### src/verilog/motorPwmPkg.sv
package motorPwmPkg;

    // width of a requested pulse length and of the carried remainder
    localparam int PULSE_W = 16;

    // width of the pwm period counter and of the minimum pulse
    // must not exceed PULSE_W, the capped on-time is cut from the sum
    localparam int PWM_W = 12;

    // width of the step period counter
    localparam int STEP_W = 16;

    // command entries, also the host's starting credit count
    // keep a power of two so the pointers wrap on their own
    localparam int FIFO_DEPTH = 8;

    // fifo pointer and occupancy widths
    localparam int FIFO_PTR_W = $clog2(FIFO_DEPTH);
    localparam int FIFO_CNT_W = $clog2(FIFO_DEPTH + 1);

    // remainder plus pulse length, one extra bit for the carry out
    localparam int SUM_W = PULSE_W + 1;

    // one step command from the host
    typedef struct packed {
        // on-time requested for one motor step, in clk cycles
        logic [PULSE_W-1:0] pulseLen;
    } stepCmdT;

    // static drive configuration
    typedef struct packed {
        // clk cycles per motor step
        logic [STEP_W-1:0] stepPeriod;
        // clk cycles per pwm period
        logic [PWM_W-1:0]  pwmPeriod;
        // shortest on-time the output stage is allowed to see
        logic [PWM_W-1:0]  minPulse;
    } motorCfgT;

endpackage

### src/verilog/motorPwmTop.sv
`timescale 1ns/100ps

module motorPwmTop
    import motorPwmPkg::*;
(
    input  logic     clk,
    input  logic     arstN,
    input  motorCfgT cfg,
    input  logic     cmdValid,
    input  stepCmdT  cmd,
    output logic     pwm,
    output logic     stepLast,
    output logic     creditReturn
);

    stepCmdT            head;
    logic               notEmpty;
    logic               cmdPop;
    logic [PULSE_W-1:0] pulseSel;

    // one command per step boundary, if one is queued
    assign cmdPop = stepLast & notEmpty;
    // idle step runs with a zero request
    assign pulseSel = notEmpty ? head.pulseLen : '0;

    // host commands, credit based
    stepCmdFifo u_stepCmdFifo (
        .clk          (clk),
        .arstN        (arstN),
        .wrValid      (cmdValid),
        .wrData       (cmd),
        .pop          (cmdPop),
        .head         (head),
        .notEmpty     (notEmpty),
        .creditReturn (creditReturn)
    );

    // motor step cadence
    stepTimer u_stepTimer (
        .clk      (clk),
        .arstN    (arstN),
        .cfg      (cfg),
        .stepLast (stepLast)
    );

    // waveform
    pwmGenerator u_pwmGenerator (
        .clk      (clk),
        .arstN    (arstN),
        .cfg      (cfg),
        .stepLast (stepLast),
        .pulseLen (pulseSel),
        .pwm      (pwm)
    );

endmodule

### src/verilog/pwmGenerator.sv
`timescale 1ns/100ps

module pwmGenerator
    import motorPwmPkg::*;
(
    input  logic               clk,
    input  logic               arstN,
    input  motorCfgT           cfg,
    input  logic               stepLast,
    input  logic [PULSE_W-1:0] pulseLen,
    output logic               pwm
);

    // pulse length still owed from earlier short steps
    logic [PULSE_W-1:0] remainder;
    // on-time for the running step
    logic [PWM_W-1:0]   onTime;
    // config seen at the last step boundary
    motorCfgT           cfgLat;
    // cycles left in the current pwm period
    logic [PWM_W-1:0]   pwmCnt;

    // minimum-pulse decision
    logic [SUM_W-1:0]   sum;
    logic               sumLess;
    logic               sumOver;
    logic [PWM_W-1:0]   sumCapped;

    // next-state view, pwm is registered from it
    logic [PWM_W-1:0]   onTimeNext;
    logic [PWM_W-1:0]   periodNext;
    logic [PWM_W-1:0]   pwmCntNext;
    logic [PWM_W-1:0]   elapsedNext;
    logic               cntReload;

    // carried remainder plus the new request
    assign sum = SUM_W'(remainder) + SUM_W'(pulseLen);
    // too short to emit, keep it for a later step
    assign sumLess = (sum < SUM_W'(cfg.minPulse));
    // longer than a pwm period, saturate
    assign sumOver = (sum > SUM_W'(cfg.pwmPeriod));
    assign sumCapped = sumOver ? cfg.pwmPeriod : sum[PWM_W-1:0];

    // remainder, on-time and config change only at a step boundary
    always_ff @(posedge clk or negedge arstN) begin
        if (!arstN) begin
            remainder <= '0;
            onTime    <= '0;
            cfgLat    <= '0;
        end else if (stepLast) begin
            if (sumLess) begin
                // sum is below minPulse here, fits the remainder
                remainder <= sum[PULSE_W-1:0];
                onTime    <= '0;
            end else begin
                remainder <= '0;
                onTime    <= sumCapped;
            end
            cfgLat <= cfg;
        end
    end

    // period counter reloads
    // step boundary, end of period, or nothing to emit
    assign cntReload = stepLast || (pwmCnt == PWM_W'(1)) || (onTime == '0);

    always_comb begin
        if (stepLast) begin
            // values the boundary edge is about to load
            onTimeNext = sumLess ? '0 : sumCapped;
            periodNext = cfg.pwmPeriod;
        end else begin
            onTimeNext = onTime;
            periodNext = cfgLat.pwmPeriod;
        end
        if (cntReload) begin
            pwmCntNext = periodNext;
        end else begin
            pwmCntNext = pwmCnt - 1'b1;
        end
        // cycles already spent in the period after this edge
        elapsedNext = periodNext - pwmCntNext;
    end

    // counter and output register
    // pwm is high for the first onTime cycles of each period
    always_ff @(posedge clk or negedge arstN) begin
        if (!arstN) begin
            pwmCnt <= '0;
            pwm    <= 1'b0;
        end else begin
            pwmCnt <= pwmCntNext;
            pwm    <= (elapsedNext < onTimeNext);
        end
    end

    // capped on-time equal to the period keeps pwm high all step
    // a partial period at the step end is simply cut off

endmodule

### src/verilog/stepCmdFifo.sv
`timescale 1ns/100ps

module stepCmdFifo
    import motorPwmPkg::*;
(
    input  logic    clk,
    input  logic    arstN,
    input  logic    wrValid,
    input  stepCmdT wrData,
    input  logic    pop,
    output stepCmdT head,
    output logic    notEmpty,
    output logic    creditReturn
);

    // entry storage, payload only
    stepCmdT mem [FIFO_DEPTH];

    logic [FIFO_PTR_W-1:0] rdPtr;
    logic [FIFO_PTR_W-1:0] wrPtr;
    logic [FIFO_CNT_W-1:0] count;

    logic notFull;
    logic wrAccept;
    logic popAccept;

    // occupancy flags
    assign notEmpty = (count != '0);
    assign notFull  = (count != FIFO_CNT_W'(FIFO_DEPTH));

    // host holds a credit for every write, full is only a safety net
    assign wrAccept  = wrValid & notFull;
    // pop on an empty fifo is dropped
    assign popAccept = pop & notEmpty;

    // show-ahead read, head is usable in the pop cycle
    assign head = mem[rdPtr];

    // storage write
    always_ff @(posedge clk) begin
        if (wrAccept) begin
            mem[wrPtr] <= wrData;
        end
    end

    // pointers and occupancy
    always_ff @(posedge clk or negedge arstN) begin
        if (!arstN) begin
            wrPtr <= '0;
            rdPtr <= '0;
            count <= '0;
        end else begin
            // pointers wrap at FIFO_DEPTH
            if (wrAccept) begin
                wrPtr <= wrPtr + 1'b1;
            end
            if (popAccept) begin
                rdPtr <= rdPtr + 1'b1;
            end
            case ({wrAccept, popAccept})
                2'b10: count <= count + 1'b1;
                2'b01: count <= count - 1'b1;
                // both or neither, level unchanged
                default: count <= count;
            endcase
        end
    end

    // one credit back per popped entry
    // shows up the cycle after the pop
    always_ff @(posedge clk or negedge arstN) begin
        if (!arstN) begin
            creditReturn <= 1'b0;
        end else begin
            creditReturn <= popAccept;
        end
    end

endmodule

### src/verilog/stepTimer.sv
`timescale 1ns/100ps

module stepTimer
    import motorPwmPkg::*;
(
    input  logic     clk,
    input  logic     arstN,
    input  motorCfgT cfg,
    output logic     stepLast
);

    // cycles left in the current step, counts down to one
    logic [STEP_W-1:0] stepCnt;

    // zero only straight out of reset, before the first load
    logic cntIdle;

    assign cntIdle = (stepCnt == '0);

    // last cycle of the step
    // the counter reloads on the same edge
    assign stepLast = (stepCnt == STEP_W'(1));

    always_ff @(posedge clk or negedge arstN) begin
        if (!arstN) begin
            stepCnt <= '0;
        end else begin
            if (stepLast || cntIdle) begin
                // new step of stepPeriod cycles
                stepCnt <= cfg.stepPeriod;
            end else begin
                stepCnt <= stepCnt - 1'b1;
            end
        end
    end

    // first load happens on the first edge after reset release,
    // so the first stepLast lands stepPeriod cycles later
    // a stepPeriod of one gives stepLast in every cycle

endmodule
### config.mk
export PLATFORM = sky130hd
export DESIGN_NAME = motorPwmTop
export DESIGN_NICKNAME = d
export VERILOG_FILES = /design/src/verilog/motorPwmPkg.sv /design/src/verilog/motorPwmTop.sv /design/src/verilog/pwmGenerator.sv /design/src/verilog/stepCmdFifo.sv /design/src/verilog/stepTimer.sv
export SDC_FILE = /design/constraint.sdc
export NUM_CORES = 1
export LEC_CHECK = 0
export BUFFER_PORTS_ARGS = -buffer_cell sky130_fd_sc_hd__buf_2
export CAP_MARGIN = 20
export CORE_ASPECT_RATIO = 0.6
export CORE_UTILIZATION = 45
export CTS_CLUSTER_DIAMETER = 40
export DETAILED_ROUTE_END_ITERATION = 12
export HOLD_SLACK_MARGIN = 0.06
export PLACE_DENSITY_LB_ADDON = 0.05
export SYNTH_ARGS = -nofsm -noshare
export SYNTH_HDL_FRONTEND = slang
export SYNTH_SLANG_ARGS = --single-unit
### constraint.sdc
create_clock -name clk -period 11.8 [get_ports clk]
set_input_delay 0.59 -clock clk [delete_from_list [all_inputs] [get_ports clk]]
set_output_delay 0.59 -clock clk [all_outputs]
set_load 0.1 [all_outputs]
# Word level (Yosys, flattened, before mapping)
# Memory sizes are Yosys's and may differ from the RTL's.
# Index checks and enable logic that the tools add are counted.
# W data, S select, Z words.
# op_classes
n_addsub,8
order_cmp,3
n_eq_ne,5
n_mux,11
bitwise_logic,3
n_reduce_logical,7
# ops
operator,n
$mux W12,5
$mux W16,3
$add A16 B16 Y17,1
$gt A17 B12 Y1,1
$lt A17 B12 Y1,1
$eq A16 B1 Y1 const B,1
$logic_not A16 Y1,1
$sub A16 B1 Y16 const B,1
$eq A12 B1 Y1 const B,1
$logic_not A12 Y1,1
$lt A12 B12 Y1,1
$sub A12 B1 Y12 const B,1
$sub A12 B12 Y12,1
$pmux W4 S2,1
$add A3 B1 Y3 const B,2
$add A4 B1 Y4 const B,1
$ne A4 B4 Y1 const B,1
$reduce_bool A4 Y1,1
$sub A4 B1 Y4 const B,1
$and A1 B1 Y1,3
$logic_or A1 B1 Y1,3
$eq A2 B1 Y1 const B,1
$eq A2 B2 Y1 const B,1
$mux W1,2
$reduce_bool A2 Y1,1
# totals
ff_bits,80
ram_bits,128
out_inout_bits,3
memories,1
# mem_list
name,words,width,read_ports,rd_ports_with_merged_regs,write_ports,line,text
u_stepCmdFifo.mem,8,16,1,0,1,stepCmdFifo.sv:17,stepCmdT mem [FIFO_DEPTH];

# Logic depth before layout (Yosys ltp)
# logic_depth
word_depth,8
mapped_depth,31
ltp_nobuf,28

# Cells and area by module
# Synthesis repeated with hierarchy kept, for this count alone.
# hier_totals
hier_cells,870
area_unflattened_um2,11358.4
# modules_own_cells
module,instances,cells_each,area_each_um2,seq_area_each_um2
stepCmdFifo,1,247,5520.3,4119.0
pwmGenerator,1,524,4723.3,1326.3
stepTimer,1,81,980.9,400.4
motorPwmTop,1,18,133.9,0.0

# Least setup slack after synthesis
# No wires, ideal clock.
# synth_timing
kind,reg-to-reg
startpoint,register u_stepCmdFifo.rdPtr[0]
endpoint,register u_pwmGenerator.pwm
t_arrival_ns,6.693
required_time_ns,11.705
setup_slack_ns,5.012
stages_incl_launch_ff,32
n_path_buf,3
period_less_slack_ns,6.788
cell_sequence,dfrtp_1 -> clkbuf_1 -> buf_1 -> mux4_2 -> mux2i_1 -> nor2_1 -> ha_1 -> fa_1 -> a21o_1 -> a31oi_1 -> o21bai_1 -> a21oi_1 -> o21ai_0 -> xnor2_1 -> ha_1 -> a21o_1 -> a21oi_1 -> a21oi_1 -> a211oi_1 -> nand4_1 -> buf_4 -> mux2i_1 -> o21a_1 -> ha_1 -> a21o_1 -> a21o_1 -> a21o_1 -> a21o_1 -> a21oi_1 -> o21a_1 -> o2111ai_1 -> o31ai_1
# synth_between
elab_chain_len,8
elab_cells_between_ends,9
cone_classes,add/sub (1); order compare (3); mux (4); memory (1)
# synth_rtl
element,line,text
from (decl),stepCmdFifo.sv:19,logic [FIFO_PTR_W-1:0] rdPtr;
from (signal assigned),stepCmdFifo.sv:58,rdPtr <= rdPtr + 1'b1;
$mem_v2 Z8 W16 (*),-,
$mux W16 (*),motorPwmTop.sv:24,assign pulseSel = notEmpty ? head.pulseLen : '0;
$add A16 B16 Y17 (*),pwmGenerator.sv:37,assign sum = SUM_W'(remainder) + SUM_W'(pulseLen);
$gt A17 B12 Y1,pwmGenerator.sv:41,assign sumOver = (sum > SUM_W'(cfg.pwmPeriod));
$mux W12,pwmGenerator.sv:42,assign sumCapped = sumOver ? cfg.pwmPeriod : sum[PWM_W-1:0];
$mux W12 (*),pwmGenerator.sv:70,onTimeNext = sumLess ? '0 : sumCapped;
$mux W12 (*),-,
$lt A12 B12 Y1 (*),pwmGenerator.sv:93,pwm <= (elapsedNext < onTimeNext);
to (signal assigned),pwmGenerator.sv:93,
to (decl),pwmGenerator.sv:11,output logic pwm
# Every way passes the cells marked *; elsewhere a longest branch is shown, timed or not.
# A chain may end at the register's enable or synchronous reset.

# Worst setup path after layout
# Same ends and word-level chain as after synthesis.

==> flow_metrics.tcl <==
set metrics [dict create \
    crit_top_cell "sky130_fd_sc_hd__a21o_1" \
    async_flop_share_pct 38.5 \
    timing.final.setup_violations 0 \
    ff2ff_path_depth 29 \
    finalCriticalPeriod_ns 8.04 \
    ys_ff_latch 208 \
    critical_path.n_buffers_inverters 1 \
    fmax_ghz 0.124 \
    cp_delay_by_family_top "compound AO/OA/AOI/OAI gates" \
    hold_path_sink "u_stepCmdFifo.mem[4][3]$_DFFE_PP_" \
    yosys.cell_types.count 50 \
    post_route_cells_drive_above_1_share_pct 18.2 \
    area_leader_netlist "sky130_fd_sc_hd__edfxtp_1" \
    cts.repair_timing.setup_buffer_count 0 \
    min_path_cells 1 \
    clock_sink_count 208 \
    synth_fp_nets 1017 \
    flow.area_growth_from_synthesis_pct 15.6 \
    ys_dominant_reg_cell "sky130_fd_sc_hd__edfxtp_1" \
    fp.dieArea_um2 24600 \
    postCtsResizedCells 0 \
    synth_area_um2 10800 \
    worst-slew-pin-transition_ns 1.06 \
    seq_area_um2 5850 \
    static_leakage_nw 5.19 \
    tns_ns 0 \
    unrepaired_setup_endpoints_after_global_routing "no" \
    num_vias 7117 \
    floorplan.initialDensity_pct 46.3 \
    coreArea_um2 23300 \
    setup.worst_path.class "reg -> reg" \
    antenna_cells 0 \
    r2r_setup_slack_ns 3.76 \
    post_synth_main_area_contributors "sky130_fd_sc_hd__edfxtp_1 (36%), sky130_fd_sc_hd__dfrtp_1 (19%), sky130_fd_sc_hd__ha_1 (8.1%)" \
    synth-edff-count 128 \
    p_clk_share_pct 35.5 \
    clockBufferDepth 3 \
    maxCapViolCount 0 \
    groute.usage.overall_pct 21.6 \
    place.detailed.hpwl_um 18100 \
    finalHoldViolCount 0 \
    routed_wire_length_per_instance_um 19.6 \
    worst_setup_sp_type "register" \
    postRouteWirelength_um 25400 \
    synth_cells 885 \
    drt.antenna.violating_nets 0 \
    average_footprint_of_a_synthesized_cell_um2 12.2 \
    critPathArrivalTime_ns 8.49 \
    clk_root_buffer_cell "sky130_fd_sc_hd__clkbuf_16" \
    power_density_nw_per_um2 193 \
    slowest_stage_cell_cp "sky130_fd_sc_hd__nand4_1" \
    p_sw_share_pct 32.4 \
    grt_remaining_overflow 0 \
    die_width_um 202 \
    grt_antenna_before_repair 0 \
    fillerInstances 1988 \
    result_of_the_run "complete, no violations" \
    netSwitchingPower_w 0.000781 \
    route.detailed.drc 0 \
    htree_num_levels 1 \
    port-buffer-count 61 \
    fin_util_pct 53.5 \
    io_pins 62 \
    synth_top_cell_area_share_pct 35.6 \
    cell_internal_pwr_w 0.00163 \
    fin_nets 1097 \
    synth-seq-area-share_pct 54.1 \
    hold-worst-slack_ns 0.301 \
    required_ns 12.26 \
    worst_setup_hold_path_clk_slew_ns 0.06 \
    area_of_the_multi_input_gates_um2 4580 \
    insertion_delay_ns 0.55 \
    p_seq_share_pct 38.3 \
    grt_start_max_net_pins 54 \
    first_global_vias 7121 \
    synth_warnings 0 \
    cts-buffers-inserted 28 \
    power.share.combinational_pct 26.2 \
    drtPass1Iterations 5 \
    worstSetupEndpointType "register" \
    crit_path_max_incr_delay_ns 0.75 \
    timing.max_slew.rel_slack_pct 29.6 \
    clock_skew_ns 0.0217 \
    endpoint_of_the_most_critical_register_to_register_path "u_pwmGenerator.pwm$_DFF_PN0_" \
    grt_pass1_wl_um 40600 \
    hold_path.class "in -> reg" \
    drt_iter0_markers 458 \
    post-route-period-util_pct 68.1 \
    report.final.slew_viol_count 0 \
    vdd_ir_drop_max_mv 0.108 \
    cts_tree "built" \
    critPathMaxFanout 18 \
    gpl.final_weighted_congestion 0.845 \
    hp-start "cmd[3]" \
    vias_per_cell 5.47 \
    timing.rr.start "u_stepCmdFifo.rdPtr[0]$_DFFE_PN0P_" \
    dieHeight_um 122 \
    fp-row-count 43 \
]
power by group through the flow:
stage | sequential (W) | combinational (W) | clock (W)
2_1_floorplan | 0.000923 | 0.000451 | 0
3_3_place_gp | 0.000933 | 0.000614 | 0
3_5_place_dp | 0.000939 | 0.000626 | 0
4_1_cts | 0.000925 | 0.000632 | 0.000875
5_1_grt | 0.000934 | 0.000717 | 0.000906
6_report | 0.000924 | 0.000632 | 0.000856
metal layers:
metal	vias to the layer above	share of wire (%)	GRT usage, %
met5	-	0	0
met4	0	1.4	3.69
met3	26	6.5	5.56
met2	170	39	29.0
met1	3527	53	34.8
li1	3394	-	-
synth_stat cells, drive strengths merged (4+ instances only):
library cell,n
xor2,13
o21ai,37
nor2,81
mux2i,39
xnor2,32
o2111ai,4
inv,73
a21boi,5
nand3,11
nand2,56
o211ai,4
a21oi,47
nor2b,4
nand2b,9
or2,4
a211oi,8
mux4,32
ha,70
nand4,10
nor3,20
edfxtp,128
clkbuf,16
a21o,22
nor4,11
o21a,19
dfrtp,80
buf,11
and2,6
area by class of cell:
cell class                 count  area share, %
sequential                   208           46.9
multi-input combinational    577           36.7
clock buffer                  30           5.85
timing repair buffer          77           3.45
tap                          315           3.16
inverter                      73           2.20
clock inverter                21           1.76
layout by cell type, fill, tap and decap left out, types with 4 or more instances in the layout:
cell type                   synthesis  layout
sky130_fd_sc_hd__a211oi_1           8       8
sky130_fd_sc_hd__a21boi_0           5       5
sky130_fd_sc_hd__a21o_1            22      22
sky130_fd_sc_hd__a21oi_1           47      47
sky130_fd_sc_hd__and2_1             6       6
sky130_fd_sc_hd__buf_2              2      60
sky130_fd_sc_hd__buf_4              3      16
sky130_fd_sc_hd__clkbuf_16          0      29
sky130_fd_sc_hd__clkinv_4           0       5
sky130_fd_sc_hd__dfrtp_1           80      79
sky130_fd_sc_hd__edfxtp_1         128     128
sky130_fd_sc_hd__ha_1              70      70
sky130_fd_sc_hd__inv_1             73      73
sky130_fd_sc_hd__inv_8              0       5
sky130_fd_sc_hd__mux2i_1           39      39
sky130_fd_sc_hd__mux4_2            32      32
sky130_fd_sc_hd__nand2_1           56      56
sky130_fd_sc_hd__nand2b_1           9       9
sky130_fd_sc_hd__nand3_1           11      11
sky130_fd_sc_hd__nand4_1           10      10
sky130_fd_sc_hd__nor2_1            81      81
sky130_fd_sc_hd__nor2b_1            4       4
sky130_fd_sc_hd__nor3_1            20      18
sky130_fd_sc_hd__nor4_1            11      10
sky130_fd_sc_hd__o2111ai_1          4       4
sky130_fd_sc_hd__o211ai_1           4       4
sky130_fd_sc_hd__o21a_1            19      19
sky130_fd_sc_hd__o21ai_0           26      25
sky130_fd_sc_hd__o21ai_2           10      11
sky130_fd_sc_hd__or2_2              4       4
sky130_fd_sc_hd__xnor2_1           32      32
sky130_fd_sc_hd__xor2_1            13      13
cells by family after synthesis:
| kind of cell | synth area share, % |
|---|---|
| adders and majority gates | 8.67 |
| xor gates and xnor gates | 3.65 |
| DFF | 54.1 |
| AOI/OAI and AO/OA | 9.92 |
| buffers and inverters | 3.60 |
| muxes | 10.6 |
| and+or+nand+nor | 9.40 |
flip-flops by register name, summed over array words and instances (netlist names):
register	cells
u_pwmGenerator.cfgLat	12
u_pwmGenerator.onTime	12
u_pwmGenerator.pwm	1
u_pwmGenerator.pwmCnt	12
u_pwmGenerator.remainder	16
u_stepCmdFifo.count	4
u_stepCmdFifo.creditReturn	1
u_stepCmdFifo.mem	128
u_stepCmdFifo.rdPtr	3
u_stepCmdFifo.wrPtr	3
u_stepTimer.stepCnt	16
timing repair:
| action | in CTS | in global routing |
|---|---|---|
| hold buffers | 1 | 0 |
| setup endpoints to repair | 0 | 0 |
| hold endpoints to repair | 27 | 0 |
worst max path at each step:
stage                                        from                      endpoint  slack [ns]  depth (start not counted)
6_report       u_stepCmdFifo.rdPtr[0]$_DFFE_PN0P_  u_pwmGenerator.pwm$_DFF_PN0_        3.76                         29
5_1_grt        u_stepCmdFifo.rdPtr[0]$_DFFE_PN0P_  u_pwmGenerator.pwm$_DFF_PN0_        3.21                         29
4_1_cts        u_stepCmdFifo.rdPtr[0]$_DFFE_PN0P_  u_pwmGenerator.pwm$_DFF_PN0_        3.72                         29
3_5_place_dp   u_stepCmdFifo.rdPtr[0]$_DFFE_PN0P_  u_pwmGenerator.pwm$_DFF_PN0_        3.72                         29
3_3_place_gp   u_stepCmdFifo.rdPtr[0]$_DFFE_PN0P_  u_pwmGenerator.pwm$_DFF_PN0_        4.11                         29
2_1_floorplan  u_stepCmdFifo.rdPtr[0]$_DFFE_PN0P_  u_pwmGenerator.pwm$_DFF_PN0_        5.01                         31
metrics by stage:
stage	total power, W	cells	setup slack, ns	cell area [um2]
floorplan	0.00137	885	5.01	10800
global placement	0.00155	1249	4.11	11500
detailed placement	0.00157	1249	3.72	11500
CTS	0.00243	1301	3.72	12500
global route	0.00256	1301	3.21	12500
finish	0.00241	1301	3.76	12500
(Power assumes the default switching activity.)
